[src/verilog/fp_sqrt_pkg.sv]
`default_nettype none

package fp_sqrt_pkg;

   // operand class as seen by the input side
   typedef enum logic [1:0] {
      CLS_ZERO,      // zero exponent, flushed
      CLS_NORMAL,
      CLS_NEGATIVE   // nonzero with sign set
   } operand_class_e;

   // control info carried from unpack to pack
   typedef struct packed {
      operand_class_e op_class;
      logic           exp_odd;   // unbiased exponent is odd
   } sqrt_ctrl_t;

endpackage

`default_nettype wire
[src/verilog/fp_sqrt_top.sv]
`default_nettype none

module fp_sqrt_top
   import fp_sqrt_pkg::*;
#(
   parameter  int DATA_W = 32,
   parameter  int EXP_W  = 8,
   localparam int MAN_W  = DATA_W - EXP_W
) (
   input  logic              clk_i,
   input  logic              rst_i,
   input  logic              start_i,
   input  logic [DATA_W-1:0] op_i,
   output logic              done_o,
   output logic [DATA_W-1:0] res_o,
   output logic              exception_o
);

   logic             root_start;
   logic [MAN_W+1:0] radicand;
   sqrt_ctrl_t       ctrl;
   logic [EXP_W-1:0] half_exp;
   logic             root_valid;
   logic [MAN_W:0]   root;

   fp_sqrt_unpack #(.DATA_W(DATA_W), .EXP_W(EXP_W)) u_unpack (
      .clk_i        (clk_i),
      .rst_i        (rst_i),
      .start_i      (start_i),
      .op_i         (op_i),
      .root_start_o (root_start),
      .radicand_o   (radicand),
      .ctrl_o       (ctrl),
      .half_exp_o   (half_exp)
   );

   // (MAN_W+2 + MAN_W)/2 = MAN_W+1 root bits
   int_sqrt #(.DATA_W(MAN_W + 2), .FRACTIONAL_W(MAN_W)) u_int_sqrt (
      .clk_i   (clk_i),
      .rst_i   (rst_i),
      .start_i (root_start),
      .op_i    (radicand),
      .done_o  (root_valid),
      .res_o   (root)
   );

   fp_sqrt_pack #(.DATA_W(DATA_W), .EXP_W(EXP_W)) u_pack (
      .clk_i        (clk_i),
      .rst_i        (rst_i),
      .start_i      (start_i),
      .root_valid_i (root_valid),
      .root_i       (root),
      .ctrl_i       (ctrl),
      .half_exp_i   (half_exp),
      .res_o        (res_o),
      .exception_o  (exception_o),
      .done_o       (done_o)
   );

endmodule

`default_nettype wire

[src/verilog/fp_sqrt_pack.sv]
`default_nettype none

module fp_sqrt_pack
   import fp_sqrt_pkg::*;
#(
   parameter  int DATA_W = 32,
   parameter  int EXP_W  = 8,
   localparam int MAN_W  = DATA_W - EXP_W
) (
   input  logic              clk_i,
   input  logic              rst_i,
   input  logic              start_i,
   input  logic              root_valid_i,
   input  logic [MAN_W:0]    root_i,
   input  sqrt_ctrl_t        ctrl_i,
   input  logic [EXP_W-1:0]  half_exp_i,
   output logic [DATA_W-1:0] res_o,
   output logic              exception_o,
   output logic              done_o
);

   logic             start_q;
   logic             accept;
   logic [MAN_W-2:0] frac;

   // a root finishing right around a restart belongs to the aborted op
   assign accept = root_valid_i & ~start_i & ~start_q;

   // drop the leading one, its position depends on exponent parity
   assign frac = ctrl_i.exp_odd ? root_i[MAN_W-2:0] : root_i[MAN_W-1:1];

   always_ff @(posedge clk_i or posedge rst_i) begin
      if (rst_i) begin
         start_q     <= 1'b0;
         done_o      <= 1'b1;   // idle reads as done
         res_o       <= '0;
         exception_o <= 1'b0;
      end else begin
         start_q <= start_i;

         if (start_i) begin
            done_o <= 1'b0;
         end else if (accept) begin
            done_o <= 1'b1;
         end

         if (accept) begin
            exception_o <= (ctrl_i.op_class == CLS_NEGATIVE);
            if (ctrl_i.op_class == CLS_NORMAL) begin
               res_o <= {1'b0, half_exp_i, frac};   // sign always positive
            end else begin
               res_o <= '0;
            end
         end
      end
   end

endmodule

`default_nettype wire

[src/verilog/int_sqrt.sv]
`default_nettype none

module int_sqrt #(
   parameter  int DATA_W       = 32,
   parameter  int FRACTIONAL_W = 8,
   localparam int RES_W        = (DATA_W + FRACTIONAL_W) / 2
) (
   input  logic              clk_i,
   input  logic              rst_i,
   input  logic              start_i,
   input  logic [DATA_W-1:0] op_i,
   output logic              done_o,
   output logic [RES_W-1:0]  res_o
);

   // radicand is scaled by 2^FRACTIONAL_W, sum of widths assumed even
   localparam int RAD_W = DATA_W + FRACTIONAL_W;
   localparam int REM_W = RES_W + 2;
   localparam int CNT_W = $clog2(RES_W);

   typedef enum logic {
      IDLE,
      RUN
   } state_e;

   state_e           state;
   logic [CNT_W-1:0] cnt;        // root bits still to decide, minus one
   logic [RAD_W-1:0] rad;
   logic [REM_W-1:0] rem;
   logic [REM_W-1:0] rem_shift;
   logic [REM_W-1:0] trial;
   logic             fits;

   // bring down the next two radicand bits
   assign rem_shift = {rem[REM_W-3:0], rad[RAD_W-1 -: 2]};
   assign trial     = {res_o, 2'b01};   // 4*root + 1
   assign fits      = (rem_shift >= trial);

   always_ff @(posedge clk_i or posedge rst_i) begin
      if (rst_i) begin
         state  <= IDLE;
         cnt    <= '0;
         done_o <= 1'b0;
      end else if (start_i) begin
         // restart even when busy
         state  <= RUN;
         cnt    <= CNT_W'(RES_W - 1);
         done_o <= 1'b0;
      end else if (state == RUN) begin
         if (cnt == '0) begin
            state  <= IDLE;
            done_o <= 1'b1;   // last bit decided
         end else begin
            cnt <= cnt - 1'b1;
         end
      end else begin
         done_o <= 1'b0;
      end
   end

   // restoring step, one root bit per cycle
   always_ff @(posedge clk_i) begin
      if (start_i) begin
         rad   <= RAD_W'(op_i) << FRACTIONAL_W;
         rem   <= '0;
         res_o <= '0;
      end else if (state == RUN) begin
         rad   <= rad << 2;
         rem   <= fits ? (rem_shift - trial) : rem_shift;
         res_o <= {res_o[RES_W-2:0], fits};
      end
   end

endmodule

`default_nettype wire

[src/verilog/fp_sqrt_unpack.sv]
`default_nettype none

module fp_sqrt_unpack
   import fp_sqrt_pkg::*;
#(
   parameter  int DATA_W = 32,
   parameter  int EXP_W  = 8,
   localparam int MAN_W  = DATA_W - EXP_W
) (
   input  logic               clk_i,
   input  logic               rst_i,
   input  logic               start_i,
   input  logic [DATA_W-1:0]  op_i,
   output logic               root_start_o,
   output logic [MAN_W+1:0]   radicand_o,
   output sqrt_ctrl_t         ctrl_o,
   output logic [EXP_W-1:0]   half_exp_o
);

   localparam int BIAS = 2**(EXP_W-1) - 1;

   logic [EXP_W-1:0] exp_field;
   logic [MAN_W-1:0] mantissa;
   logic [EXP_W-1:0] exp_unb;
   operand_class_e   op_class;

   assign exp_field = op_i[DATA_W-2 -: EXP_W];
   assign mantissa  = {1'b1, op_i[MAN_W-2:0]};   // hidden bit restored
   assign exp_unb   = exp_field - EXP_W'(BIAS);

   always_comb begin
      if (exp_field == '0) begin
         op_class = CLS_ZERO;   // denormals flushed too
      end else if (op_i[DATA_W-1]) begin
         op_class = CLS_NEGATIVE;
      end else begin
         op_class = CLS_NORMAL;
      end
   end

   always_ff @(posedge clk_i or posedge rst_i) begin
      if (rst_i) begin
         root_start_o <= 1'b0;
         ctrl_o       <= '{op_class: CLS_ZERO, exp_odd: 1'b0};
      end else begin
         root_start_o <= start_i;   // kicks the root one cycle later
         if (start_i) begin
            ctrl_o.op_class <= op_class;
            ctrl_o.exp_odd  <= exp_unb[0];
         end
      end
   end

   // odd exponent keeps the mantissa low, even one shifts it up a bit
   always_ff @(posedge clk_i) begin
      if (start_i) begin
         radicand_o <= exp_unb[0] ? {2'b00, mantissa} : {1'b0, mantissa, 1'b0};
         half_exp_o <= {exp_unb[EXP_W-1], exp_unb[EXP_W-1:1]} + EXP_W'(BIAS);
      end
   end

endmodule

`default_nettype wire

[config.mk]
export PLATFORM = sky130hd
export DESIGN_NAME = fp_sqrt_top
export DESIGN_NICKNAME = d
export VERILOG_FILES = /design/src/verilog/fp_sqrt_pkg.sv /design/src/verilog/fp_sqrt_top.sv /design/src/verilog/fp_sqrt_pack.sv /design/src/verilog/int_sqrt.sv /design/src/verilog/fp_sqrt_unpack.sv
export SDC_FILE = /design/constraint.sdc
export NUM_CORES = 1
export LEC_CHECK = 0
export BUFFER_PORTS_ARGS = -buffer_cell sky130_fd_sc_hd__buf_2
export CELL_PAD_IN_SITES_DETAIL_PLACEMENT = 0
export CELL_PAD_IN_SITES_GLOBAL_PLACEMENT = 1
export CORE_MARGIN = 2
export CORE_UTILIZATION = 40
export CTS_CLUSTER_SIZE = 20
export DETAILED_ROUTE_END_ITERATION = 12
export GPL_TIMING_DRIVEN = 0
export PLACE_DENSITY = 0.8
export SLEW_MARGIN = 20
export SYNTH_ARGS = -nofsm -noshare
export SYNTH_HDL_FRONTEND = slang
export SYNTH_SLANG_ARGS = --single-unit
export TNS_END_PERCENT = 30
[constraint.sdc]
create_clock -name clk_i -period 4.1 [get_ports clk_i]
set_clock_uncertainty 0.1 [all_clocks]
set_input_delay 0.41 -clock clk_i [delete_from_list [all_inputs] [get_ports clk_i]]
set_output_delay 0.41 -clock clk_i [all_outputs]
set_load 0.02 [all_outputs]
==> qor.log <==
[status] outcome completed
[synthesis] number of enable flip-flop cells after synthesis 59
[synthesis] number of different library cells in the post-synthesis netlist 77
[synthesis] fraction of synthesized cell area in xor and xnor cells 3.17%
[pwr] combinational share of power 42.8%
[finish] share of layout cells above drive strength 1 23.0%
[cts] total of cells resized after clock tree synthesis 0
[synthesis] Synthesized Nets 846
[synthesis] share of the yosys chip area belonging to registers 46.7%
[timing] number of failing hold endpoints at the final stage 0
[grt] largest net degree at the start of global routing 43
[synthesis] post-synthesis share of cell area spent on and, or, nand and nor gates 13.1%
[worst_setup_path] total buffers and inverters traversed by the critical path 2
[routing] final routed wire length divided by cell count 16.1 um
[floorplan] number of top-level design ports 69
[routing] routed vias 6025
[worst_setup_path] nature of the critical path endpoint flop
[synthesis] adder-cell share of the synthesized area 4.82%
[pwr] worst vdd rail ir drop 438 uV
[timing] final setup fails 0
[cts] clock slew at reported path FFs 0.07 ns
[pwr] cell internal pwr 3.82 mW
[pwr] P_leak 4.11 nW
[worst_setup_path] largest fanout on the critical path 8
[floorplan] die area 21900 um2
[worst_setup_path] delay of the slowest cell on the worst path 0.51 ns
[place] gp weighted congestion 0.862
[cts] TritonCTS Buffers 17
[synthesis] area share of the largest cell type after synthesis 21.3%
[cts] Clock Sinks 153
[routing] total length of routed wires 18500 um
[floorplan] die width 148 um
[min_path] path class of the lowest-slack min-delay path in -> reg
[finish] Layout Area Growth over Synthesis 15.6%
[worst_setup_path] class of the most critical setup path reg -> reg
[finish] count of nets after finishing 932
[cts] clock tree from TritonCTS built
[synthesis] #FFs+latches synth 153
[synthesis] synthesized instance count 779
[grt] GRT overflow 0
[pwr] PD cells 636 nW/um2
[synthesis] synth top area cells sky130_fd_sc_hd__edfxtp_1, sky130_fd_sc_hd__dfrtp_1, sky130_fd_sc_hd__dfxtp_1, sky130_fd_sc_hd__mux2_2, sky130_fd_sc_hd__mux2i_1
[timing] transition time at the pin with the least slew margin 0.980 ns
[grt] global-route wire length before repair 30900 um
[timing] part of the cycle the worst path needs 76.0%
[timing] fin. max-slew vios 0
[pwr] fraction of power consumed by the clock network 26.0%
[timing] minimum clock period after layout 3.12 ns
[routing] Post-route DRC 0
[synthesis] Synth Area in Compound Gates 15.3%
[cts] post-CTS setup-driven buffer insertion count 0
[cts] worst-skew pair later-pin latency 0.43 ns
[timing] Total Negative Setup Slacks 0 ns
[synthesis] Synth Area per Inst 10.7 um2
[cts] CTS root buffer sky130_fd_sc_hd__clkbuf_16
[cts] maximum buffer depth of the clock tree 2
[floorplan] number of cell rows 52
[synthesis] top cells by instance count after synthesis sky130_fd_sc_hd__nor2_1, sky130_fd_sc_hd__edfxtp_1, sky130_fd_sc_hd__dfxtp_1, sky130_fd_sc_hd__nand2_1, sky130_fd_sc_hd__mux2i_1
[routing] Via-to-Cell Ratio 5.25
[place] HPWL after detailed placement 13400 um
[finish] number of diodes 0
[run] number of max-capacitance violations reported 0
[routing] First-pass DRT Iterations 5
[worst_setup_path] CP arrival 3.29 ns
[worst_setup_path] Required @ worst endpoint 4.28 ns
[floorplan] starting utilization of the core area 40.9%
[timing] setup repair after global routing missed its margin no
[floorplan] Die Y-Extent 148 um
[synthesis] commonest register cell after synthesis sky130_fd_sc_hd__edfxtp_1
[cts] post-cts hold buffer count 1
[timing] Final Hold Slack 0.0871 ns
[synthesis] Yosys Warn Count 0
[routing] starting DRC count in detailed routing 321
[routing] number of routed nets with antenna violations 0
[timing] achievable frequency 321 MHz
[grt] via count of the first global-routing pass 6004
[floorplan] Core Box Area 20300 um2
[pwr] switching share of total power 37.4%
[pwr] switching power 2.28 mW
[synthesis] most instantiated library cell after synthesis sky130_fd_sc_hd__nor2_1
[synthesis] Yosys top cell by area sky130_fd_sc_hd__edfxtp_1
[cts] Clock H-tree levels 4
[place] Buffers on Ports 65
[worst_setup_path] delay-heaviest family, CP compound AO/OA/AOI/OAI gates
[worst_setup_path] cell with the biggest individual delay on the critical path sky130_fd_sc_hd__o21ai_1
[synthesis] mux share of post-synthesis cell area 12.0%
[synthesis] area of the mapped netlist 8300 um2
[timing] worst slew slack as a fraction of its limit 34.6%
[worst_setup_path] critical path, cell by cell inv_1 > ha_1 > buf_2 > a21oi_1 > o21ai_0 > o31ai_4 > a21oi_4 > o21a_4 > o21ai_1 > o221ai_1
[worst_setup_path] nature of the critical path startpoint flop
[grt] antenna violations before repair 0
[pwr] share of power burned in registers 31.2%
[grt] all-layer global routing usage 17.7%
[synthesis] combinational family with the most area after synthesis compound AO/OA/AOI/OAI gates
[synthesis] share of synthesized registers carrying an async set or reset 28.8%
-- per-stage QoR --
step                      power (mW)  utilization, %  area (um2)  setup WS [ns]  cells
after global routing            6.49            47.3        9600          0.814   1148
after floorplan                 3.95               -        8300           1.63    779
after detailed placement        4.52            44.3        8990           1.03   1115
after global placement          4.51            44.2        8960           1.05   1114
after CTS                       6.12            47.3        9600          0.992   1148
final                           6.10            47.3        9600          0.984   1148
-- layer usage --
metal	global-route usage (%)	wire, um	vias to the layer above
li1	-	-	3020
met5	0	0	-
met4	6.29	399	0
met1	24.3	8760	2845
met3	3.31	754	23
met2	28.1	8580	137
-- area by class of cell --
type / instances / area, um2
clock inverter: 13 / 164
inverter: 45 / 169
buffer: 46 / 235
multi-input combinational: 535 / 4020
sequential: 153 / 3870
tap: 270 / 338
clock buffer: 19 / 433
fill: 1936 / 10700
timing repair buffer: 67 / 363
-- cells in the final DEF, fill, tap and decap left out, types with 7 or more instances in the layout --
cell                        instances
sky130_fd_sc_hd__a21o_1            12
sky130_fd_sc_hd__a21oi_1           24
sky130_fd_sc_hd__a22o_1             8
sky130_fd_sc_hd__a311oi_2          13
sky130_fd_sc_hd__a31oi_1            7
sky130_fd_sc_hd__buf_1              8
sky130_fd_sc_hd__buf_2             75
sky130_fd_sc_hd__clkbuf_1          23
sky130_fd_sc_hd__clkbuf_16         17
sky130_fd_sc_hd__dfrtp_1           43
sky130_fd_sc_hd__dfxtp_1           50
sky130_fd_sc_hd__edfxtp_1          59
sky130_fd_sc_hd__ha_1              32
sky130_fd_sc_hd__inv_1             44
sky130_fd_sc_hd__mux2_2            46
sky130_fd_sc_hd__mux2i_1           48
sky130_fd_sc_hd__nand2_1           50
sky130_fd_sc_hd__nand3_1           18
sky130_fd_sc_hd__nand3_2           10
sky130_fd_sc_hd__nand4_1           13
sky130_fd_sc_hd__nor2_1            65
sky130_fd_sc_hd__nor3_1            11
sky130_fd_sc_hd__o211ai_1           7
sky130_fd_sc_hd__o21ai_0           40
sky130_fd_sc_hd__o21ai_1           13
sky130_fd_sc_hd__xnor2_1           18
sky130_fd_sc_hd__xor2_1            12
-- cell families (layout without fill, tap and decap cells) --
| logic type | count (synthesis) | after routing |
|---|---|---|
| compound gates | 170 | 170 |
| xor+xnor | 30 | 30 |
| fa+ha+maj | 32 | 32 |
| buf+inv | 91 | 190 |
| flops | 153 | 153 |
| mux | 94 | 94 |
| other cells | 1 | 1 |
| simple gates | 208 | 208 |
-- sequential cells by signal, summed over array words and instances, names as in the netlist, 3 cells and up --
register,count
u_int_sqrt.cnt,5
u_int_sqrt.rad,26
u_int_sqrt.rem,25
u_int_sqrt.res_o,25
u_pack.res_o,31
u_unpack.ctrl_o,3
u_unpack.half_exp_o,8
u_unpack.radicand_o,25
-- power by group through the flow --
stage	clock network, mW	registers [mW]	logic (mW)
final	1.59	1.91	2.61
after global routing	1.69	1.93	2.88
after CTS	1.61	1.91	2.60
after detailed placement	0	1.93	2.58
after global placement	0	1.93	2.58
after floorplan	0	1.90	2.06
-- path summary, 6_finish.rpt --
check	start	end	slack, ns	depth (start not counted)
worst min-delay path	op_i[23]	u_unpack.radicand_o[24]$_DFFE_PP_	0.09	1
worst max register to register	u_int_sqrt.res_o[8]$_SDFFE_PP0P_	u_int_sqrt.rem[18]$_SDFFE_PP0P_	0.98	10
min in group asynchronous	rst_i	u_pack.res_o[3]$_DFFE_PP0P_	0.49	3
worst max-delay path	u_int_sqrt.res_o[8]$_SDFFE_PP0P_	u_int_sqrt.rem[18]$_SDFFE_PP0P_	0.98	10
max in group asynchronous	rst_i	u_pack.done_o$_DFFE_PP1P_	2.84	4
worst min register to register	u_unpack.ctrl_o[1]$_DFFE_PP0P_	u_pack.exception_o$_DFFE_PP0P_	0.36	1
(Power assumes the default switching activity.)
